==> config.mk <==
export PLATFORM = sky130hd
export DESIGN_NAME = dc_refill_flat
export DESIGN_NICKNAME = d
export VERILOG_FILES = /design/src/hw/dc_geom_pkg.sv /design/src/hw/dc_dram_pkg.sv /design/src/hw/dc_ifs.sv /design/src/hw/dc_refill.sv /design/src/flat_wrapper.sv
export SDC_FILE = /design/constraint.sdc
export NUM_CORES = 1
export LEC_CHECK = 0
export ABC_AREA = 1
export BUFFER_PORTS_ARGS = -buffer_cell sky130_fd_sc_hd__buf_2
export CORE_MARGIN = 2
export CORE_UTILIZATION = 40
export DETAILED_ROUTE_END_ITERATION = 8
export PLACE_DENSITY = 0.7
export SLEW_MARGIN = 15
export SYNTH_ARGS = -nofsm -noshare
export SYNTH_HDL_FRONTEND = slang
export SYNTH_SLANG_ARGS = --single-unit
==> constraint.sdc <==
create_clock -name clock -period 3.9 [get_ports clock]
set_input_delay 0.195 -clock clock [delete_from_list [all_inputs] [get_ports clock]]
set_output_delay 0.195 -clock clock [all_outputs]
set_load 0.03 [all_outputs]
==> src/hw/dc_geom_pkg.sv <==
package dc_geom_pkg;

	// cache shape.
	localparam int num_ways = 2;         // two-way set associative.
	localparam int num_sets = 256;       // sets per way.
	localparam int line_words = 8;       // words per line.

	// cpu byte address, split as tag | index | offset | byte.
	typedef logic [31:0] addr_t;

	// address bits 31..13.
	typedef logic [18:0] tag_t;

	// address bits 12..5, one of num_sets.
	typedef logic [$clog2(num_sets)-1:0] index_t;

	// address bits 4..2, word within the line.
	typedef logic [$clog2(line_words)-1:0] offset_t;

	// way select.
	typedef logic [$clog2(num_ways)-1:0] way_t;

	// one data word.
	typedef logic [31:0] word_t;

	// whole line, word 0 in the low bits.
	typedef word_t [line_words-1:0] line_t;

endpackage

==> src/hw/dc_dram_pkg.sv <==
package dc_dram_pkg;

	// dram is word addressed; byte address >> 2.
	// a line therefore starts on a multiple of 8.
	typedef logic [31:0] dram_addr_t;

	// words moved per burst, one cache line.
	localparam int burst_len = 8;

	// counts accepted words of a burst.
	// one spare bit so the full count fits.
	typedef logic [3:0] burst_cnt_t;

endpackage

==> src/hw/dc_ifs.sv <==


// refilled line, refill engine to array.
interface fill_if import dc_geom_pkg::*; ();
	logic   fill_valid;  // one-cycle install strobe.
	way_t   fill_way;
	index_t fill_index;
	tag_t   fill_tag;
	line_t  fill_line;

	modport refill (output fill_valid, fill_way, fill_index, fill_tag, fill_line);
	modport array (input fill_valid, fill_way, fill_index, fill_tag, fill_line);
endinterface


==> src/hw/dc_refill.sv <==
`timescale 1ns/10ps

module dc_refill import dc_geom_pkg::*; import dc_dram_pkg::*; (
	input  logic       clock,
	input  logic       rst,
	input  logic       refill_start,
	input  addr_t      refill_addr,
	input  way_t       refill_way,
	output logic       refill_done,
	output logic       dram_rd_req,
	output dram_addr_t dram_rd_addr,
	input  word_t      dram_rd_data,
	input  logic       dram_rd_val,
	fill_if.refill     fill
);

	burst_cnt_t word_cnt;  // words received so far.
	addr_t      line_addr; // latched miss address.
	way_t       line_way;
	line_t      line_buf;  // assembled line.

	always_ff @(posedge clock) begin
		if (rst) begin
			dram_rd_req <= 1'b0;
			word_cnt    <= '0;
			refill_done <= 1'b0;
		end else begin
			refill_done <= 1'b0;
			if (refill_start) begin
				dram_rd_req <= 1'b1;
				word_cnt    <= '0;
			end else if (dram_rd_req && dram_rd_val) begin
				word_cnt <= word_cnt + 1'b1;
				if (word_cnt == burst_cnt_t'(burst_len - 1)) begin
					dram_rd_req <= 1'b0;  // last word in.
					refill_done <= 1'b1;
				end
			end
		end
	end

	always_ff @(posedge clock) begin
		if (refill_start) begin
			line_addr <= refill_addr;
			line_way  <= refill_way;
		end
		if (dram_rd_req && dram_rd_val)
			line_buf[word_cnt[2:0]] <= dram_rd_data; // words arrive in address order.
	end

	assign dram_rd_addr    = {2'b00, line_addr[31:5], 3'b000}; // line start, word address.
	assign fill.fill_valid = refill_done;   // install with the done pulse.
	assign fill.fill_way   = line_way;
	assign fill.fill_index = line_addr[12:5];
	assign fill.fill_tag   = line_addr[31:13];
	assign fill.fill_line  = line_buf;

endmodule

==> src/flat_wrapper.sv <==
// flat-port wrapper written by rule: the top's interface ports become plain ports
module dc_refill_flat import dc_geom_pkg::*; import dc_dram_pkg::*;
  (clock, rst, refill_start, refill_addr, refill_way, refill_done, dram_rd_req, dram_rd_addr, dram_rd_data, dram_rd_val, fill_fill_valid, fill_fill_way, fill_fill_index, fill_fill_tag, fill_fill_line);
  fill_if fill_i ();
  input  logic clock;
  input  logic rst;
  input  logic refill_start;
  input  addr_t refill_addr;
  input  way_t refill_way;
  output logic refill_done;
  output logic dram_rd_req;
  output dram_addr_t dram_rd_addr;
  input  word_t dram_rd_data;
  input  logic dram_rd_val;
  output wire logic [$bits(fill_i.fill_valid)-1:0] fill_fill_valid;
  output wire logic [$bits(fill_i.fill_way)-1:0] fill_fill_way;
  output wire logic [$bits(fill_i.fill_index)-1:0] fill_fill_index;
  output wire logic [$bits(fill_i.fill_tag)-1:0] fill_fill_tag;
  output wire logic [$bits(fill_i.fill_line)-1:0] fill_fill_line;
  assign fill_fill_valid = fill_i.fill_valid;
  assign fill_fill_way = fill_i.fill_way;
  assign fill_fill_index = fill_i.fill_index;
  assign fill_fill_tag = fill_i.fill_tag;
  assign fill_fill_line = fill_i.fill_line;
  dc_refill u_core (.clock(clock), .rst(rst), .refill_start(refill_start), .refill_addr(refill_addr), .refill_way(refill_way), .refill_done(refill_done), .dram_rd_req(dram_rd_req), .dram_rd_addr(dram_rd_addr), .dram_rd_data(dram_rd_data), .dram_rd_val(dram_rd_val), .fill(fill_i));
endmodule
==> flow_metrics.py <==
metrics = {
    "sta": {
        "tns_ns": 0,
        "min_period_ns": 2.15,
        "hold_violations": 0,
        "grt_setup_unrepaired": "false",
        "slew_headroom_pct": 54.0,
        "skew_ns": 0.0127,
        "hold-worst-slack_ns": 0.227,
        "tightest_slew_ns": 0.689,
        "max_freq_mhz": 465,
        "setup_violations": 0,
        "maxSlewViolCount": 0,
        "period_share_pct": 55.1,
    },
    "grt": {
        "first_global_vias": 5289,
        "grt_antenna_before_repair": 0,
        "grt_usage_pct": 17.8,
        "grt_max_degree": 33,
        "grt_pass1_wl_um": 31700,
        "overflow": 0,
    },
    "power_and_ir_drop": {
        "leakagePower_nw": 4.99,
        "swShare_pct": 20.5,
        "power.switching_mw": 1.35,
        "clockPowerShare_pct": 41.8,
        "p_comb_share_pct": 5.1,
        "ir_drop_mv": 0.413,
        "power.density_nw_per_um2": 512,
        "seq_power_share_pct": 53.0,
        "power.internal_mw": 5.23,
    },
    "die": {
        "die_h_um": 155,
        "io_pins": 388,
        "num_rows": 55,
        "core_area_um2": 22500,
        "start_util_pct": 40.4,
        "die_x_um": 155,
        "dieArea_um2": 24000,
    },
    "hold_path": {
        "hold_class": "in -> reg",
    },
    "finish": {
        "nets": 883,
        "final_common_cell": "buf_2",
        "drive_above_1_share_pct": 52.3,
        "final_util_pct": 57.0,
        "diodes": 0,
        "mostFrequentLayoutCells": "buf_2, edfxtp_1, dlygate4sd3_1",
        "final_cell_area_um2": 12800,
        "synthToLayoutAreaGrowth_pct": 41.0,
    },
    "synthesis": {
        "synth_top_family_by_area": "buffers and inverters",
        "synth_simple_gate_area_share_pct": 1.32,
        "muxShareOfSynthArea_pct": 0,
        "synth-xor-area-share_pct": 0,
        "synthAdderAreaFrac_pct": 0.137,
        "synth-compound-area-share_pct": 0.412,
        "synth_warnings": 0,
        "avgSynthCellArea_um2": 24.9,
        "synth.distinct_cells": 18,
        "syn-cell-area_um2": 9100,
        "ys_seq_area_share_pct": 95.0,
        "synth-seq-cells": 290,
        "synth_cells": 365,
    },
    "place": {
        "dpl_cell_area_um2": 11200,
        "gp_congestion": 0.754,
        "dp_hpwl_um": 14100,
        "io_buffers": 377,
    },
    "outcome": {
        "status": "complete, no violations",
    },
    "flow_run": {
        "cap_violations": 0,
    },
    "route": {
        "first_pass_iters": 7,
        "via_per_inst": 4.52,
        "routedWlPerCell_um": 19.8,
        "routed_wl_um": 22200,
        "drt_iter0_markers": 328,
        "met1_length_um": 8190,
        "antenna_left": 0,
        "wl_met2_um": 11500,
        "wl_met3_um": 1960,
        "routed.top_layer": "met4",
        "vias": 5053,
        "route.detailed.drc": 0,
    },
    "cts": {
        "cts_tree": "done",
        "post_cts.repair.setup_buffers": 0,
        "cts_resized": 0,
        "path_clk_slew_ns": 0.06,
        "root_buffer": "clkbuf_16",
        "clockBufferDepth": 3,
        "cts_buffers": 28,
        "cts_num_sinks": 290,
        "clkLatencyLatePin_ns": 0.55,
        "htreeDepth": 1,
    },
    "critical_path": {
        "crit_chain": "nand2_2 > inv_2 > nand2_1 > nor2_4 > buf_4",
        "critPathTopFamily": "simple AND/OR/NAND/NOR gates",
        "critical_path.max_stage_delay_ns": 0.57,
        "crit_path_max_fanout": 18,
        "crit_arrival_ns": 2.36,
        "critical_path_class": "reg -> reg",
        "required_ns": 4.11,
        "critPathBufInv": 2,
        "crit_path_start_kind": "flop",
        "cp-end-kind": "flop",
        "crit_path_top_delay_cell": "nor2_4",
    },
}
## worst reg2reg max path, cell delays in order, from the launching register on
cell	delay (ns)
dfxtp_1	0.37
nand2_2	0.10
inv_2	0.10
nand2_1	0.25
nor2_4	0.57
buf_4	0.42
## power by group through the flow
stage                     registers (mW)  logic [mW]  clock network, mW
after detailed placement            3.55       0.286                  0
final                               3.49       0.338               2.75
after CTS                           3.48       0.335               2.80
after floorplan                     3.63      0.0991                  0
after global placement              3.55       0.280                  0
after global routing                3.49       0.356               2.91
## synthesized netlist by cell type
library cell	number	area [µm²]
edfxtp_1	284	8530
buf_4	33	248
nor2_1	9	33.8
nand2_1	8	30.0
inv_1	7	26.3
dfxtp_1	6	120
a21oi_1	4	20.0
nand3_1	2	10.0
nor2_2	2	12.5
o21ai_0	2	10.0
conb_1	1	3.75
ha_1	1	12.5
inv_2	1	3.75
nand2_2	1	6.26
nand2_4	1	11.3
nor2_4	1	11.3
nor3_1	1	5.00
o21bai_1	1	7.51
## registers in the layout (all words and copies together), names as in the netlist
register                flops
u_core.fill.fill_way        1
u_core.dram_rd_req          1
u_core.line_addr           27
u_core.fill.fill_valid      1
u_core.word_cnt             4
u_core.fill.fill_line     256
## stage by stage
step | setup WS [ns] | power [mW] | cells
after global routing | 1.58 | 6.76 | 1118
after floorplan | 1.25 | 3.73 | 369
final | 1.75 | 6.57 | 1118
after CTS | 1.65 | 6.62 | 1116
after detailed placement | 1.66 | 3.84 | 1004
after global placement | 1.70 | 3.83 | 1003
## path summary, 6_finish.rpt
check                          endpoint  slack [ns]               start  cells past startpoint
min                  u_core.dram_rd_req        0.23        refill_start                      3
min reg2reg          u_core.word_cnt[3]        0.52  u_core.word_cnt[3]                      2
max          u_core.fill.fill_line[197]        1.75  u_core.dram_rd_req                      5
max reg2reg  u_core.fill.fill_line[197]        1.75  u_core.dram_rd_req                      5
## routing by layer
layer,up-vias,global-route usage [%]
met5,-,0
met4,0,5.82
met3,41,5.66
met2,271,31.9
met1,2462,20.2
li1,2279,-
## what timing repair did
action	CTS	global route
hold buffers	62	0
hold endpoints to repair	290	0
endpoints found under the setup margin	0	0
## area by class of cell
type,instances,area [µm²]
multi-input cells,38,241
fillers,1700,9670
clock buffers,34,723
clock inverters,16,223
well taps,285,357
repair buffers,447,2610
inverters,8,30.0
flip-flops and latches,290,8650
## cells by family after synthesis
kind of cell / Yosys count
DFF: 290
AOI/OAI and AO/OA: 7
buffers and inverters: 41
and+or+nand+nor: 25
other: 1
adders and majority gates: 1
Power figures use the tool's default switching activity.
