--- src/hw/dc_geom_pkg.sv ---
package dc_geom_pkg;

	// cache shape.
	localparam int num_ways = 2;         // two-way set associative.
	localparam int num_sets = 256;       // sets per way.
	localparam int line_words = 8;       // words per line.

	// cpu byte address, split as tag | index | offset | byte.
	typedef logic [31:0] addr_t;

	// address bits 31..13.
	typedef logic [18:0] tag_t;

	// address bits 12..5, one of num_sets.
	typedef logic [$clog2(num_sets)-1:0] index_t;

	// address bits 4..2, word within the line.
	typedef logic [$clog2(line_words)-1:0] offset_t;

	// way select.
	typedef logic [$clog2(num_ways)-1:0] way_t;

	// one data word.
	typedef logic [31:0] word_t;

	// whole line, word 0 in the low bits.
	typedef word_t [line_words-1:0] line_t;

endpackage

--- src/hw/dc_dram_pkg.sv ---
package dc_dram_pkg;

	// dram is word addressed; byte address >> 2.
	// a line therefore starts on a multiple of 8.
	typedef logic [31:0] dram_addr_t;

	// words moved per burst, one cache line.
	localparam int burst_len = 8;

	// counts accepted words of a burst.
	// one spare bit so the full count fits.
	typedef logic [3:0] burst_cnt_t;

endpackage

--- src/hw/dc_ifs.sv ---


// victim writeback, shared by controller, array and writeback engine.
interface wb_if import dc_geom_pkg::*; ();
	logic   wb_start;    // one-cycle kick from the controller.
	way_t   wb_way;
	index_t wb_index;
	tag_t   wb_tag;
	line_t  wb_line;     // stored victim line, read combinationally.
	logic   wb_done;     // pulse after the last word.

	modport ctrl (output wb_start, wb_way, wb_index, wb_tag, input wb_done);
	modport array (input wb_way, wb_index, output wb_line);
	modport writeback (input wb_start, wb_index, wb_tag, wb_line, output wb_done);
endinterface

--- src/hw/dc_writeback.sv ---
`timescale 1ns/10ps

module dc_writeback import dc_geom_pkg::*; import dc_dram_pkg::*; (
	input  logic       clock,
	input  logic       rst,
	wb_if.writeback    wb,
	output logic       dram_wr_req,
	output dram_addr_t dram_wr_addr,
	output word_t      dram_wr_data,
	input  logic       dram_wr_val
);

	burst_cnt_t word_cnt;  // words accepted so far.
	dram_addr_t blk_addr;  // victim block start.

	always_ff @(posedge clock) begin
		if (rst) begin
			dram_wr_req <= 1'b0;
			word_cnt    <= '0;
			wb.wb_done  <= 1'b0;
		end else begin
			wb.wb_done <= 1'b0;
			if (wb.wb_start) begin
				dram_wr_req <= 1'b1;
				word_cnt    <= '0;
			end else if (dram_wr_req && dram_wr_val) begin
				word_cnt <= word_cnt + 1'b1;  // show the next word.
				if (word_cnt == burst_cnt_t'(burst_len - 1)) begin
					dram_wr_req <= 1'b0;
					wb.wb_done  <= 1'b1;      // whole line written.
				end
			end
		end
	end

	// block address from the stored tag and the set.
	always_ff @(posedge clock) begin
		if (wb.wb_start)
			blk_addr <= {2'b00, wb.wb_tag, wb.wb_index, 3'b000};
	end

	assign dram_wr_addr = blk_addr;
	assign dram_wr_data = wb.wb_line[word_cnt[2:0]]; // current word of the victim.

endmodule

--- src/flat_wrapper.sv ---
// flat-port wrapper written by rule: the top's interface ports become plain ports
module dc_writeback_flat import dc_geom_pkg::*; import dc_dram_pkg::*;
  (clock, rst, dram_wr_req, dram_wr_addr, dram_wr_data, dram_wr_val, wb_wb_start, wb_wb_index, wb_wb_tag, wb_wb_line, wb_wb_done);
  wb_if wb_i ();
  input  logic clock;
  input  logic rst;
  output logic dram_wr_req;
  output dram_addr_t dram_wr_addr;
  output word_t dram_wr_data;
  input  logic dram_wr_val;
  input wire logic [$bits(wb_i.wb_start)-1:0] wb_wb_start;
  input wire logic [$bits(wb_i.wb_index)-1:0] wb_wb_index;
  input wire logic [$bits(wb_i.wb_tag)-1:0] wb_wb_tag;
  input wire logic [$bits(wb_i.wb_line)-1:0] wb_wb_line;
  output wire logic [$bits(wb_i.wb_done)-1:0] wb_wb_done;
  assign wb_i.wb_start = wb_wb_start;
  assign wb_i.wb_index = wb_wb_index;
  assign wb_i.wb_tag = wb_wb_tag;
  assign wb_i.wb_line = wb_wb_line;
  assign wb_wb_done = wb_i.wb_done;
  dc_writeback u_core (.clock(clock), .rst(rst), .wb(wb_i), .dram_wr_req(dram_wr_req), .dram_wr_addr(dram_wr_addr), .dram_wr_data(dram_wr_data), .dram_wr_val(dram_wr_val));
endmodule
--- config.mk ---
export PLATFORM = sky130hd
export DESIGN_NAME = dc_writeback_flat
export DESIGN_NICKNAME = d
export VERILOG_FILES = /design/src/hw/dc_geom_pkg.sv /design/src/hw/dc_dram_pkg.sv /design/src/hw/dc_ifs.sv /design/src/hw/dc_writeback.sv /design/src/flat_wrapper.sv
export SDC_FILE = /design/constraint.sdc
export NUM_CORES = 1
export LEC_CHECK = 0
export BUFFER_PORTS_ARGS = -buffer_cell sky130_fd_sc_hd__buf_2
export CAP_MARGIN = 20
export CORE_AREA = 2 2 138 140
export CTS_BUF_LIST = sky130_fd_sc_hd__clkbuf_4
export DETAILED_ROUTE_END_ITERATION = 7
export DIE_AREA = 0 0 140 142
export SYNTH_ARGS = -nofsm -noshare
export SYNTH_HDL_FRONTEND = slang
export SYNTH_SLANG_ARGS = --single-unit
--- constraint.sdc ---
create_clock -name clock -period 2.15 [get_ports clock]
set_input_delay 0.215 -clock clock [delete_from_list [all_inputs] [get_ports clock]]
set_output_delay 0.215 -clock clock [all_outputs]
set_load 0.02 [all_outputs]
==> out/qor.csv, run 1 <==
metric,value,unit
fin_skew,0.545,ps
dpl_cell_area,0.00500,mm2
swShare,0.278,
maxSlewHeadroom,0.543,
pwr-share-seq,0.370,
finalNetCount,820,
die_w,140,um
ys_seq_elements,33,
start_util,0.163,
synth_top_area_frac,0.464,
die_h,142,um
grt_first_pass_wirelength,20000,um
clockBufferDepth,2,
worstPathMaxFanout,5,
finalWorstSetupSlack,-67.0,ps
synth_seq_area_share,0.309,
yosysUniqueCellTypes,25,
whs_endpoint,u_core.dram_wr_addr[21],
place.gp.congestion,0.835,
port_buffers,347,
wire_per_inst,18.4,um
grt_max_degree,46,
clock_sinks,33,
cts_tree,yes,
dp_hpwl,10900,um
antenna_found_initial,1,
endpoint_kind,output port,
min_period,2220,ps
start_kind,flop,
vias_per_cell,4.34,
power_per_cell_area,359,mW/mm2
internal-power,1.46,mW
synth_most_common_cell,mux4_2,
htreeDepth,2,
top_level_ports,353,
layout_worst_path_cycle_share,1.03,
rsz0062_at_grt,true,
yosysTopAreaCell,mux4_2,
syn_to_final_growth,87.2,%
clkTransAtPathRegs,120,ps
rr_startpoint,u_core.word_cnt[0],
fin_util,0.305,
synthTopCellsByArea,"mux4_2, edfxtp_1, mux2_2",
synth_area_per_cell,17.5,um2
vias,3330,
grtUsageTotal,0.133,
cp_slowest_stage_delay,490,ps
wirelength,14100,um
dieArea,0.0199,mm2
grt-ovfl-total,0,
max_cap_violations,0,
dr.first_iter.drc_count,89,
r2r_setup_slack,510,ps
whs_path_depth,1,
fin_area,0.00563,mm2
reg2regPathDepth,6,
path_cells,"buf_8, buf_12, buf_16, mux4_2, mux2_4, buf_6",
p_clk_frac,0.234,
syn_area,0.00301,mm2
reg2reg_to,u_core.word_cnt[3],
drive_gt1_frac,0.895,
synth_edf_count,27,
route.detailed.drc,21,
status,finished with violations,
grt_pass1_vias,3527,
synth_cells,172,
hp-class,in -> reg,
crit_buf_inv,4,
max_freq,451,MHz
cts_buffers,5,
core,0.0185,mm2
async_reset_ff_frac,0,
critPathKind,reg -> out,
p_sw,0.562,mW
min_from,wb_wb_tag[10],
antenna_left,0,
rows,50,
root_buffer,clkbuf_4,
ys_warn_count,0,
clkLatencyLatePin,340,ps
arrival,2000,ps
worst_pin_slew,685,ps
slew_viol_final,0,
ys.flop_type,edfxtp_1,
p_comb_frac,0.396,
setup_viol,27,
path_delay_family,multiplexers,
violations,"design-rule violations, negative setup slack",
synth.top_cells.by_count,"mux4_2, mux2_2, edfxtp_1, buf_4, dfxtp_1",
power_leakage,2.51,nW
finalHoldViolations,0,
required,1930,ps
drt-pass1-iter-count,6,
slowest_stage,mux4_2,
vdd_drop_max,0.000226,V
kinds of logic (layout without fill, tap and decap cells):
logic type	count (synthesis)	count (layout)	share of synthesized area
AOI/OAI and AO/OA	2	2	0.00499
and+or+nand+nor	12	12	0.0200
adders and majority gates	1	1	0.00416
other	1	6	0.00125
muxes	97	97	0.605
xor gates and xnor gates	2	2	0.00582
DFF	33	33	0.309
buffers and inverters	24	381	0.0499
power by group through the flow:
| stage | clock network (mW) | logic (mW) | registers (mW) |
|---|---|---|---|
| final | 0.472 | 0.799 | 0.748 |
| after CTS | 0.504 | 0.802 | 0.748 |
| after floorplan | 0 | 0.272 | 0.821 |
| after detailed placement | 0 | 0.691 | 0.763 |
| after global routing | 0.530 | 0.853 | 0.752 |
| after global placement | 0 | 0.681 | 0.763 |
stage by stage:
stage                     cells  total power, mW  setup WS, ps  setup TNS, ps  hold slack [ps]
final                       768             2.02         -67.0          -1170             37.0
after CTS                   764             2.05          -117          -2750             9.59
after global routing        768             2.13          -160          -4070             1.41
after detailed placement    740             1.45           265              0              395
after floorplan             176             1.09           357              0              287
after global placement      740             1.44           265              0              391
layout by cell type, fill, tap and decap left out, types with 5 or more instances in the layout:
master,Yosys,final
mux4_2,62,64
buf_16,0,8
buf_6,0,25
mux2_4,0,16
mux2_2,32,16
conb_1,1,5
buf_2,5,325
edfxtp_1,27,27
clkbuf_4,0,5
buf_4,10,5
worst max-delay path by stage:
stage	from	end	slack (ps)	cells after the start
2_1_floorplan	u_core.word_cnt[0]	dram_wr_data[0]	360	4
3_3_place_gp	u_core.word_cnt[0]	dram_wr_data[15]	270	4
3_5_place_dp	u_core.word_cnt[0]	dram_wr_data[15]	260	4
4_1_cts	u_core.word_cnt[0]	dram_wr_data[7]	-120	6
5_1_grt	u_core.word_cnt[0]	dram_wr_data[17]	-160	6
6_report	u_core.word_cnt[0]	dram_wr_data[18]	-70	6
state kept, by name (all words and copies together) (netlist names):
signal / flops
u_core.word_cnt: 4
u_core.dram_wr_addr: 27
u_core.wb.wb_done: 1
u_core.dram_wr_req: 1
per-layer routing:
metal,share of wire,GRT usage
met2,0.52,0.251
met3,0.075,0.0296
met4,0.010,0.0330
met5,0,0
met1,0.39,0.154
cell type report:
| class | count | area (um2) |
|---|---|---|
| fill | 1881 | 12800 |
| timing repair buffer | 372 | 2320 |
| multi-input combinational | 119 | 2000 |
| sequential | 33 | 937 |
| tap | 234 | 293 |
| clock inverter | 3 | 46.3 |
| clock buffer | 5 | 37.5 |
| inverter | 1 | 3.75 |
| antenna | 1 | 2.50 |
timing repair:
item                       4_1_cts  5_1_grt
setup endpoints to repair       32       32
cloned                           9        1
pin swaps                        0        0
hold endpoints to repair         0        3
resized for setup               73        4
setup buffers                    9        1
hold buffers                     0        3
No activity file was read; power rests on OpenSTA's default activity.
==> run 2: changes to the inputs <==
--- a/config.mk
+++ b/config.mk
@@ -7,10 +7,11 @@
 export LEC_CHECK = 0
 export BUFFER_PORTS_ARGS = -buffer_cell sky130_fd_sc_hd__buf_2
 export CAP_MARGIN = 20
-export CORE_AREA = 2 2 138 140
+export CORE_AREA = 2 2 136 138
 export CTS_BUF_LIST = sky130_fd_sc_hd__clkbuf_4
 export DETAILED_ROUTE_END_ITERATION = 7
-export DIE_AREA = 0 0 140 142
+export DIE_AREA = 0 0 138 140
+export RECOVER_POWER = 50
 export SYNTH_ARGS = -nofsm -noshare
 export SYNTH_HDL_FRONTEND = slang
 export SYNTH_SLANG_ARGS = --single-unit
==> out/qor.csv, run 2 (synthesis results as in run 1) <==
metric,value,unit,change
status,finished with violations,,
violations,"max-capacitance violations, max-slew violations, negative setup slack",,
route.detailed.drc,0,,-100%
vdd_drop_max,0.000435,V,+92%
drive_gt1_frac,0.892,,-0.00289
min_period,2180,ps,-38.2 ps
place.gp.congestion,0.854,,+2.3%
htreeDepth,2,,unchanged
die_w,138,um,-1.4%
port_buffers,347,,unchanged
p_sw,0.517,mW,-8.0%
fill_cells,1840,,-2.2%
finalWorstSetupSlack,-28.7,ps,+38.2 ps
swShare,0.264,,-0.0146
critPathKind,reg -> out,,
layout_commonest_cell,buf_2,,
power_per_cell_area,358,mW/mm2,-0.11%
grt_pass1_vias,3483,,-1.2%
whs_endpoint,u_core.dram_wr_addr[13],,
whs_path_depth,1,,unchanged
final_cell_mix,"buf_2, mux4_2, edfxtp_1, mux2_2, buf_6",,
finalNonFillerCells,759,,-1.2%
grtUsageTotal,0.130,,-0.00299
p_comb_frac,0.387,,-0.009
wirelength,13100,um,-7.3%
maxSlewHeadroom,-0.0508,,-0.594
clock_sinks,33,,unchanged
cts_hold_buffers,0,,unchanged
cts_tree,yes,,
rsz0062_at_grt,true,,
pwr-share-seq,0.382,,+0.012
p_clk_frac,0.230,,-0.004
start_kind,flop,,
syn_to_final_growth,81.9,%,
grt_first_pass_wirelength,19500,um,-2.9%
required,1930,ps,about the same
r2r_setup_slack,530,ps,+20 ps
die_h,140,um,-1.4%
core,0.0178,mm2,-3.7%
fin_area,0.00547,mm2,-2.8%
layout_worst_path_cycle_share,1.01,,-0.0178
grt_max_degree,67,,+46%
dp_hpwl,11000,um,+1.2%
fin_util,0.308,,+0.00266
start_util,0.169,,+0.00620
vias_per_cell,4.25,,-2.1%
grt-ovfl-total,0,,unchanged
dr.first_iter.drc_count,103,,+16%
cts_buffers,5,,unchanged
largest_reg_flops,27,,unchanged
arrival,1960,ps,-40 ps
finalHoldViolations,0,,unchanged
clockBufferDepth,2,,unchanged
hp-class,in -> reg,,
min_from,wb_wb_tag[2],,
internal-power,1.44,mW,-0.96%
clkLatencyLatePin,340,ps,about the same
reg2regPathDepth,6,,unchanged
antenna_left,0,,unchanged
endpoint_kind,output port,,
root_buffer,clkbuf_4,,
max_cap_violations,1,,+1
finalNetCount,815,,-0.61%
dieArea,0.0193,mm2,-2.8%
reg2reg_to,u_core.word_cnt[3],,
drt-pass1-iter-count,4,,-2
slew_viol_final,34,,+34
rows,49,,-2.0%
worstPathMaxFanout,5,,unchanged
vias,3223,,-3.2%
antenna_found_initial,3,,+2
worst_pin_slew,1580,ps,+891 ps
top_level_ports,353,,unchanged
wire_per_inst,17.2,um,-6.2%
max_freq,459,MHz,+1.8%
power_leakage,2.44,nW,-3.0%
rr_startpoint,u_core.word_cnt[0],,
dpl_cell_area,0.00502,mm2,+0.53%
clkTransAtPathRegs,100,ps,-20 ps
setup_viol,18,,-33%
dp_cells,736,,-0.54%
fin_skew,0.837,ps,+0.292 ps
[run 2: cell type report]
cell class | count | area, um2 | area share
repair buffers | 367 | 2190 | 0.400
well taps | 229 | 287 | 0.0524
clock buffers | 6 | 45.0 | 0.00823
clock inverters | 2 | 33.8 | 0.00617
inverters | 1 | 3.75 | 0.000686
flip-flops and latches | 33 | 937 | 0.171
diodes | 2 | 5.00 | 0.000914
multi-input cells | 119 | 1970 | 0.361
[run 2: worst max-delay path, cell delays in order (launching register included)]
cell	delay, ps
dfxtp_4	400
buf_8	140
buf_12	120
mux4_2	530
mux2_4	290
buf_6	130
[run 2: power by group through the flow]
stage          clock network [mW]  registers [mW]  logic [mW]
6_report                    0.452           0.749       0.759
5_1_grt                     0.499           0.754       0.818
4_1_cts                     0.477           0.750       0.763
3_5_place_dp                    0           0.768       0.691
3_3_place_gp                    0           0.766       0.684
2_1_floorplan                   0           0.821       0.272
[run 2: worst max-delay path by stage]
stage	slack (ps)	cells past startpoint	from	end
after floorplan	360	4	u_core.word_cnt[0]	dram_wr_data[0]
final	-30	5	u_core.word_cnt[0]	dram_wr_data[3]
after global placement	210	4	u_core.word_cnt[0]	dram_wr_data[25]
after global routing	-120	5	u_core.word_cnt[0]	dram_wr_data[3]
after CTS	-60	5	u_core.word_cnt[0]	dram_wr_data[7]
after detailed placement	190	4	u_core.word_cnt[0]	dram_wr_data[25]
[run 2: per-layer routing]
| metal | part of all wire | vias to the layer above | global-route usage |
|---|---|---|---|
| met2 | 0.53 | 206 | 0.240 |
| met3 | 0.076 | 16 | 0.0287 |
| met4 | 0.022 | 0 | 0.0467 |
| met5 | 0 | - | 0 |
| met1 | 0.37 | 1527 | 0.149 |
| li1 | - | 1474 | - |
[run 2: repair_timing]
action,4_1_cts,5_1_grt
pin swaps,0,0
endpoints found under the setup margin,30,32
cloned,4,1
buffers inserted,7,1
resized for setup,51,5
endpoints found under the hold margin,0,0
[run 2: stage by stage]
step	setup TNS (ps)	hold WS, ps	total power, mW	worst slack, ps
after floorplan	0	287	1.09	357
after global placement	0	392	1.45	205
after detailed placement	0	393	1.46	191
after CTS	-1310	21.2	1.99	-60.3
after global routing	-2810	22.6	2.07	-116
final	-241	46.6	1.96	-28.7
