===== src/hw/dc_geom_pkg.sv =====
package dc_geom_pkg;

	// cache shape.
	localparam int num_ways = 2;         // two-way set associative.
	localparam int num_sets = 256;       // sets per way.
	localparam int line_words = 8;       // words per line.

	// cpu byte address, split as tag | index | offset | byte.
	typedef logic [31:0] addr_t;

	// address bits 31..13.
	typedef logic [18:0] tag_t;

	// address bits 12..5, one of num_sets.
	typedef logic [$clog2(num_sets)-1:0] index_t;

	// address bits 4..2, word within the line.
	typedef logic [$clog2(line_words)-1:0] offset_t;

	// way select.
	typedef logic [$clog2(num_ways)-1:0] way_t;

	// one data word.
	typedef logic [31:0] word_t;

	// whole line, word 0 in the low bits.
	typedef word_t [line_words-1:0] line_t;

endpackage


===== src/hw/dc_ifs.sv =====
`timescale 1ns/10ps

// lookup result, array to miss controller.
interface lookup_if import dc_geom_pkg::*; ();
	way_t  victim_way;   // way to replace on a miss.
	logic  victim_dirty; // victim holds modified data.
	tag_t  victim_tag;   // tag stored in the victim way.
	logic  miss;         // request with no hit.
	addr_t miss_addr;    // address of the current request.

	modport array (output victim_way, victim_dirty, victim_tag, miss, miss_addr);
	modport ctrl (input victim_way, victim_dirty, victim_tag, miss, miss_addr);
endinterface


// victim writeback, shared by controller, array and writeback engine.
interface wb_if import dc_geom_pkg::*; ();
	logic   wb_start;    // one-cycle kick from the controller.
	way_t   wb_way;
	index_t wb_index;
	tag_t   wb_tag;
	line_t  wb_line;     // stored victim line, read combinationally.
	logic   wb_done;     // pulse after the last word.

	modport ctrl (output wb_start, wb_way, wb_index, wb_tag, input wb_done);
	modport array (input wb_way, wb_index, output wb_line);
	modport writeback (input wb_start, wb_index, wb_tag, wb_line, output wb_done);
endinterface


===== src/hw/dc_miss_ctrl.sv =====
`timescale 1ns/10ps

module dc_miss_ctrl import dc_geom_pkg::*; (
	input  logic  clock,
	input  logic  rst,
	lookup_if.ctrl lookup,
	wb_if.ctrl     wb,
	output logic  refill_start,
	output addr_t refill_addr,
	output way_t  refill_way,
	input  logic  refill_done,
	output logic  ram_abort
);

	typedef enum logic [1:0] {
		st_idle,       // serving hits.
		st_wb,         // dirty victim going out.
		st_refill      // missing line coming in.
	} state_t;

	state_t state;
	addr_t  miss_addr;  // held request address.
	way_t   miss_way;   // way chosen for replacement.
	tag_t   miss_tag;   // tag of the line being replaced.
	logic   take_miss;

	assign take_miss = (state == st_idle) && lookup.miss;

	// miss sequencing; start strobes last one cycle.
	always_ff @(posedge clock) begin
		if (rst) begin
			state        <= st_idle;
			refill_start <= 1'b0;
			wb.wb_start  <= 1'b0;
		end else begin
			refill_start <= 1'b0;
			wb.wb_start  <= 1'b0;
			case (state)
				st_idle: begin
					if (lookup.miss && lookup.victim_dirty) begin
						state       <= st_wb;       // save victim first.
						wb.wb_start <= 1'b1;
					end else if (lookup.miss) begin
						state        <= st_refill;
						refill_start <= 1'b1;
					end
				end
				st_wb: begin
					if (wb.wb_done) begin
						state        <= st_refill;  // victim is safe in dram.
						refill_start <= 1'b1;
					end
				end
				st_refill: if (refill_done) state <= st_idle;
				default: state <= st_idle;
			endcase
		end
	end

	// miss address and victim latch.
	always_ff @(posedge clock) begin
		if (take_miss) begin
			miss_addr <= lookup.miss_addr;
			miss_way  <= lookup.victim_way;
			miss_tag  <= lookup.victim_tag;
		end
	end

	assign refill_addr = miss_addr;
	assign refill_way  = miss_way;
	assign wb.wb_way   = miss_way;
	assign wb.wb_index = miss_addr[12:5];
	assign wb.wb_tag   = miss_tag;
	assign ram_abort   = (state != st_idle); // cpu stall.

endmodule


===== src/flat_wrapper.sv =====
// flat-port wrapper written by rule: the top's interface ports become plain ports
module dc_miss_ctrl_flat import dc_geom_pkg::*;
  (clock, rst, refill_start, refill_addr, refill_way, refill_done, ram_abort, lookup_victim_way, lookup_victim_dirty, lookup_victim_tag, lookup_miss, lookup_miss_addr, wb_wb_start, wb_wb_way, wb_wb_index, wb_wb_tag, wb_wb_done);
  lookup_if lookup_i ();
  wb_if wb_i ();
  input  logic clock;
  input  logic rst;
  output logic refill_start;
  output addr_t refill_addr;
  output way_t refill_way;
  input  logic refill_done;
  output logic ram_abort;
  input wire logic [$bits(lookup_i.victim_way)-1:0] lookup_victim_way;
  input wire logic [$bits(lookup_i.victim_dirty)-1:0] lookup_victim_dirty;
  input wire logic [$bits(lookup_i.victim_tag)-1:0] lookup_victim_tag;
  input wire logic [$bits(lookup_i.miss)-1:0] lookup_miss;
  input wire logic [$bits(lookup_i.miss_addr)-1:0] lookup_miss_addr;
  output wire logic [$bits(wb_i.wb_start)-1:0] wb_wb_start;
  output wire logic [$bits(wb_i.wb_way)-1:0] wb_wb_way;
  output wire logic [$bits(wb_i.wb_index)-1:0] wb_wb_index;
  output wire logic [$bits(wb_i.wb_tag)-1:0] wb_wb_tag;
  input wire logic [$bits(wb_i.wb_done)-1:0] wb_wb_done;
  assign lookup_i.victim_way = lookup_victim_way;
  assign lookup_i.victim_dirty = lookup_victim_dirty;
  assign lookup_i.victim_tag = lookup_victim_tag;
  assign lookup_i.miss = lookup_miss;
  assign lookup_i.miss_addr = lookup_miss_addr;
  assign wb_wb_start = wb_i.wb_start;
  assign wb_wb_way = wb_i.wb_way;
  assign wb_wb_index = wb_i.wb_index;
  assign wb_wb_tag = wb_i.wb_tag;
  assign wb_i.wb_done = wb_wb_done;
  dc_miss_ctrl u_core (.clock(clock), .rst(rst), .lookup(lookup_i), .wb(wb_i), .refill_start(refill_start), .refill_addr(refill_addr), .refill_way(refill_way), .refill_done(refill_done), .ram_abort(ram_abort));
endmodule

===== config.mk =====
export PLATFORM = sky130hd
export DESIGN_NAME = dc_miss_ctrl_flat
export DESIGN_NICKNAME = d
export VERILOG_FILES = /design/src/hw/dc_geom_pkg.sv /design/src/hw/dc_ifs.sv /design/src/hw/dc_miss_ctrl.sv /design/src/flat_wrapper.sv
export SDC_FILE = /design/constraint.sdc
export NUM_CORES = 1
export LEC_CHECK = 0
export ABC_AREA = 1
export BUFFER_PORTS_ARGS = -buffer_cell sky130_fd_sc_hd__buf_2
export CAP_MARGIN = 25
export CORE_MARGIN = 3
export CORE_UTILIZATION = 41
export DETAILED_ROUTE_END_ITERATION = 12
export PLACE_DENSITY = 0.79
export SYNTH_ARGS = -nofsm -noshare
export SYNTH_HDL_FRONTEND = slang
export SYNTH_SLANG_ARGS = --single-unit
export TNS_END_PERCENT = 100

===== constraint.sdc =====
create_clock -name clock -period 2.55 [get_ports clock]
set_clock_uncertainty 0.15 [all_clocks]
set_input_delay 0.1275 -clock clock [delete_from_list [all_inputs] [get_ports clock]]
set_output_delay 0.1275 -clock clock [all_outputs]
set_load 0.02 [all_outputs]

==> flow_summary.yaml, run 1 <==
outcome:
  status: "complete, no violations"
synthesis:
  yosysSeqAreaShare: 0.9061
  yosysUniqueCellTypes: 11
  postSynthCellCount: 85
  synth_area_sq_um: 1812
  syn_nets: 143
  syn_avg_cell_area_sq_um: 21.31
  ys_warn_count: 0
  synth-seq-cells: 56
final_layout:
  layout.cells.non_filler: 311
  layout-drive-gt1-share: 0.5057
  diodes: 0
  fillers: 265
  final_cell_area_sq_um: 3094
  fin_nets: 318
  areaGrowthSynthToFinish_pct: 70.79
  ff_latch_area_sq_um: 1642
  multi_input_area_sq_um: 80.08
critical_path:
  crit_slowest_cell: "inv_2"
  end_kind: "register"
  rr_startpoint: "u_core.state[1]$_SDFFE_PP0P_"
  critPathTopFamily: "buffers and inverters"
  r2r.worst_path.cells: 4
  start_kind: "register"
  r2r_end: "u_core.refill_addr[23]$_DFFE_PP_"
  slowest_delay_ps: 380
  crit_fanout: 30
  cp_cell_sequence: "nor2_4, nand2_2, inv_2, buf_12"
  reg2reg_setup_slack_ps: 850
  crit_buf_inv: 2
  required_ps: 2400
  setup.worst_path.class: "reg -> reg"
  critPathArrivalTime_ps: 1560
global_routing:
  grt_max_degree: 31
  grtUsageTotal: 0.1786
  antenna_found_initial: 0
  grt_pass1_wl_mm: 6.975
  grt_pass1_vias: 1413
  grt_remaining_overflow: 0
floorplan:
  ios: 122
  die-area_sq_um: 5253
  coreArea_sq_um: 4144
  fp.dieW_microns: 72.48
  die_height_microns: 72.48
  floorplan.initialDensity: 0.4372
  std_cell_rows: 23
timing:
  worstMarginPinSlew_ps: 499.4
  setup_viol: 0
  drv_slew: 0
  fin_tns_setup_ps: 0
  max_slew_margin: 0.6666
  finalCritPeriodShare: 0.6671
  period_needed_ps: 1701
  whs_ps: 40.93
  fmax_mhz: 587.9
  hold_viol: 0
  rsz0062_at_grt: "false"
clocking:
  clock_latency_ps: 290
  cts_buffer_depth: 2
  cts_buffers: 5
  cts_tree: "yes"
  root_buffer: "clkbuf_8"
  post-cts-setup-buffer-count: 0
  cts_num_sinks: 56
  clk_pin_slew_worst_paths_ps: 90
  htree_levels: 2
worst_hold_path:
  worstHoldPathCells: 5
  holdPathEnd: "u_core.wb.wb_start$_SDFF_PP0_"
  hold_path.class: "in -> reg"
  min_from: "lookup_victim_dirty"
power:
  p_switching_mw: 0.4732
  power_frac_clock: 0.277
  powerDensity_nw_per_um2: 644.8
  p_int_mw: 1.522
  pwr-share-seq: 0.554
  design_power_total_mw: 1.995
  switching_share: 0.2372
  vdd_drop_max_mv: 0.4176
  power_leakage_nw: 1.367
  power_frac_comb: 0.169
placement:
  gp_congestion: 0.6689
  placed_area_sq_um: 2432
  hpwlAfterDp_mm: 2.979
  port_buffers: 121
  dp_cells: 248
drt:
  vias_per_cell: 4.405
  drt_iter0_markers: 99
  post_drt_wl_per_cell_microns: 15.12
  ant_nets: 0
  first_pass_iters: 4
  drt_wl_total_mm: 4.701
  vias: 1370
  drc_errors: 0
job:
  drv_cap: 0
[worst register-to-register path, stage by stage (launching register included)]
cell and delay (ps):
dfxtp_1 360, nor2_4 170, nand2_2 80, inv_2 380, buf_12 270
[synthesized netlist by cell type]
| library cell | number | area share |
|---|---|---|
| a21oi_1 | 3 | 0.0083 |
| nand3_1 | 2 | 0.0055 |
| inv_1 | 6 | 0.012 |
| buf_4 | 9 | 0.037 |
| nand2_1 | 3 | 0.0062 |
| nand2_2 | 1 | 0.0035 |
| edfxtp_1 | 52 | 0.86 |
| nand3b_1 | 3 | 0.012 |
| nor2_4 | 1 | 0.0062 |
| nor2_1 | 1 | 0.0021 |
| dfxtp_1 | 4 | 0.044 |
[state kept, by name, summed over array words and instances (netlist names)]
signal	cells
u_core.refill_start	1
u_core.state	2
u_core.refill_addr	32
u_core.wb.wb_start	1
u_core.wb.wb_tag	19
u_core.refill_way	1
[layer usage]
metal	track usage	up-vias	part of all wire
li1	-	650	-
met3	0.06648	7	0.12
met2	0.3327	94	0.52
met4	0.03893	0	0.011
met1	0.1922	619	0.35
met5	0	-	0
[logic make-up after synthesis]
kind of cell / count (synthesis) / synth area share
flip-flops: 56 / 0.9061
buffers and inverters: 15 / 0.04972
AND/OR/NAND/NOR: 11 / 0.03591
AO/OA/AOI/OAI: 3 / 0.008285
[repair_timing]
item                      CTS  global route
gates resized for setup     0             0
hold buffers               55             0
hold endpoints to repair   56             0
[per-stage QoR]
step	worst slack (ps)	util
2_1_floorplan	441.8	-
3_3_place_gp	896.2	0.5870
3_5_place_dp	852.2	0.5870
4_1_cts	836.1	0.7467
5_1_grt	740.7	0.7467
6_report	849.0	0.7467
[placed cells by master (no fill, tap or decap), drive strengths merged]
cell | Yosys | final
a21oi | 3 | 3
bufinv | 0 | 1
dlygate4sd3 | 0 | 55
nor2 | 2 | 2
dfxtp | 4 | 4
edfxtp | 52 | 52
nand3b | 3 | 3
clkinv | 0 | 2
clkbuf | 0 | 5
buf | 9 | 122
nand3 | 2 | 2
inv | 6 | 6
nand2 | 4 | 4
[cell type report]
| type | instances | area share |
|---|---|---|
| Sequential cell | 56 | 0.5305 |
| Timing Repair Buffer | 177 | 0.3801 |
| Multi-Input combinational cell | 14 | 0.02588 |
| Clock buffer | 5 | 0.02224 |
| Tap cell | 50 | 0.02022 |
| Clock inverter | 3 | 0.01375 |
| Inverter | 6 | 0.007279 |
[worst max-delay path by stage]
stage               slack [ps]                               end                          from  depth (start not counted)
floorplan                  440   u_core.refill_addr[0]$_DFFE_PP_  u_core.state[1]$_SDFFE_PP0P_                          3
global placement           900     u_core.wb.wb_tag[6]$_DFFE_PP_  u_core.state[1]$_SDFFE_PP0P_                          4
detailed placement         850     u_core.wb.wb_tag[7]$_DFFE_PP_  u_core.state[1]$_SDFFE_PP0P_                          4
CTS                        840     u_core.wb.wb_tag[6]$_DFFE_PP_  u_core.state[1]$_SDFFE_PP0P_                          4
global route               740     u_core.wb.wb_tag[8]$_DFFE_PP_  u_core.state[1]$_SDFFE_PP0P_                          4
finish                     850  u_core.refill_addr[23]$_DFFE_PP_  u_core.state[1]$_SDFFE_PP0P_                          4
[power groups by stage]
stage	Sequential, mW	Combinational, mW	Clock, mW
floorplan	1.21	0.0664	0
global placement	1.12	0.264	0
detailed placement	1.13	0.267	0
CTS	1.10	0.334	0.570
global route	1.11	0.358	0.611
finish	1.11	0.336	0.553
No activity file was read; power rests on OpenSTA's default activity.
==> run 2, diff against run 1 <==
ABC_AREA = 0   (was 1)
clock period = 1.7 ns   (was 2.55 ns; I/O delays follow)
==> flow_summary.yaml, run 2 <==
synthesis:
  synth_area_sq_um: 1820
  yosysTopAreaCell: "edfxtp_1"
  yosysMostFrequentCell: "edfxtp_1"
  yosysUniqueCellTypes: 13
  postSynthCellCount: 79
  yosysSeqAreaShare: 0.9017
  syn_nets: 137
  synth-main-ff-cell: "edfxtp_1"
  syn_avg_cell_area_sq_um: 23.04
  synth_common_cells: "edfxtp_1, buf_4, dfxtp_1, or3b_1"
  ys_warn_count: 0
  synth_area_leaders: "edfxtp_1, dfxtp_1, buf_4"
  synth_top_area_share: 0.8577
  async_reset_ff_frac: 0
  synth_edf_count: 52
  synth-seq-cells: 56
floorplan:
  die-area_sq_um: 5276
  coreArea_sq_um: 4144
  std_cell_rows: 23
  die_height_microns: 72.64
  ios: 122
  fp.dieW_microns: 72.64
  floorplan.initialDensity: 0.4393
power:
  power_leakage_nw: 1.355
  powerDensity_nw_per_um2: 950.7
  design_power_total_mw: 3.002
  vdd_drop_max_mv: 0.6826
final_layout:
  final_common_cell: "buf_2"
  areaGrowthSynthToFinish_pct: 73.47
  layout-drive-gt1-share: 0.5212
  largest_reg_flops: 32
  fin_nets: 316
  layout_common_cells: "buf_2, dlygate4sd3_1, edfxtp_1"
  diodes: 0
  post-route-util: 0.7621
critical_path:
  crit_slowest_cell: "dlygate4sd3_1"
  setup.worst_path.class: "in -> reg"
  cp_cell_sequence: "dlygate4sd3_1, buf_2, or3b_4, clkinvlp_4, buf_12"
  required_ps: 1550
  start_kind: "input port"
  critPathArrivalTime_ps: 1460
  crit_fanout: 26
  end_kind: "register"
  slowest_delay_ps: 520
placement:
  hpwlAfterDp_mm: 2.975
  place_ws_ps: 161.1
  port_buffers: 121
  gp_congestion: 0.7128
clocking:
  post_cts_resized: 0
  cts_num_sinks: 56
  clk_pin_slew_worst_paths_ps: 90
  cts_buffer_depth: 2
  cts_buffers: 5
  cts_tree: "yes"
  post-cts-setup-buffer-count: 0
  root_buffer: "clkbuf_8"
  clock_latency_ps: 300
  htree_levels: 2
  cts_hold_buf: 58
drt:
  first_pass_iters: 4
  post_drt_wl_per_cell_microns: 15.63
  vias: 1382
  drt_wl_total_mm: 4.829
  ant_nets: 0
  drt_iter0_markers: 81
  drc_errors: 0
  vias_per_cell: 4.472
timing:
  drv_slew: 0
  finalCritPeriodShare: 0.9471
  rsz0062_at_grt: "false"
  fmax_mhz: 621.1
  hold_viol: 0
  worstMarginPinSlew_ps: 206.6
  period_needed_ps: 1610
  fin_tns_setup_ps: 0
  max_slew_margin: 0.8620
  setup_slack_ps: 89.88
  setup_viol: 0
outcome:
  status: "complete, no violations"
global_routing:
  antenna_found_initial: 0
  grt_max_degree: 27
  grt_pass1_vias: 1484
  grt_pass1_wl_mm: 7.355
  grtUsageTotal: 0.1869
  grt_remaining_overflow: 0
job:
  drv_cap: 0
worst_hold_path:
  hold_path.class: "reg -> reg"
## run 2: final cells by class
| class | instances | area, sq um |
|---|---|---|
| clock inverter | 2 | 35.03 |
| multi-input combinational | 13 | 110.1 |
| fill | 239 | 985.9 |
| timing repair buffer | 181 | 1226 |
| tap | 50 | 62.56 |
| clock buffer | 6 | 72.57 |
| sequential | 56 | 1644 |
| inverter | 1 | 7.507 |
## run 2: through the flow
stage          instance area [sq um]  hold slack [ps]  instances
2_1_floorplan                   1829           -4.543         79
3_3_place_gp                    2470            111.9        243
3_5_place_dp                    2470            113.2        243
4_1_cts                         3158            323.9        309
5_1_grt                         3158            337.1        309
6_report                        3158            336.9        309
## run 2: worst paths after layout
path                                 from                               end  slack, ps  depth (start not counted)
max                           lookup_miss  u_core.refill_addr[21]$_DFFE_PP_         90                          5
min          u_core.state[1]$_SDFFE_PP0P_    u_core.refill_start$_SDFF_PP0_        340                          1
max reg2reg  u_core.state[0]$_SDFFE_PP0P_      u_core.state[0]$_SDFFE_PP0P_        130                          3
min reg2reg  u_core.state[1]$_SDFFE_PP0P_    u_core.refill_start$_SDFF_PP0_        340                          1
## run 2: where the power goes
part	internal, mW	switching, mW	total (mW)	leakage, nW
combinational	0.237	0.282	0.519	0.768
sequential	1.63	0.0324	1.66	0.531
clock	0.437	0.386	0.824	0.0552
total	2.30	0.701	3.00	1.35
## run 2: critical path, delay by kind of cell
kind | cells | cell delay, ps
AND/OR/NAND/NOR | 1 | 410
buffers and inverters | 4 | 960
## run 2: kinds of logic after synthesis
kind of cell / synth area share
flip-flops: 0.9017
AO/OA/AOI/OAI: 0.01649
AND/OR/NAND/NOR: 0.04261
buffers and inverters: 0.03917
## run 2: per-layer routing
layer	GRT usage	vias to the layer above	part of all wire
met5	0	-	0
met4	0.04918	0	0.0081
met3	0.05234	5	0.099
met2	0.3467	81	0.51
met1	0.2091	644	0.38
li1	-	652	-
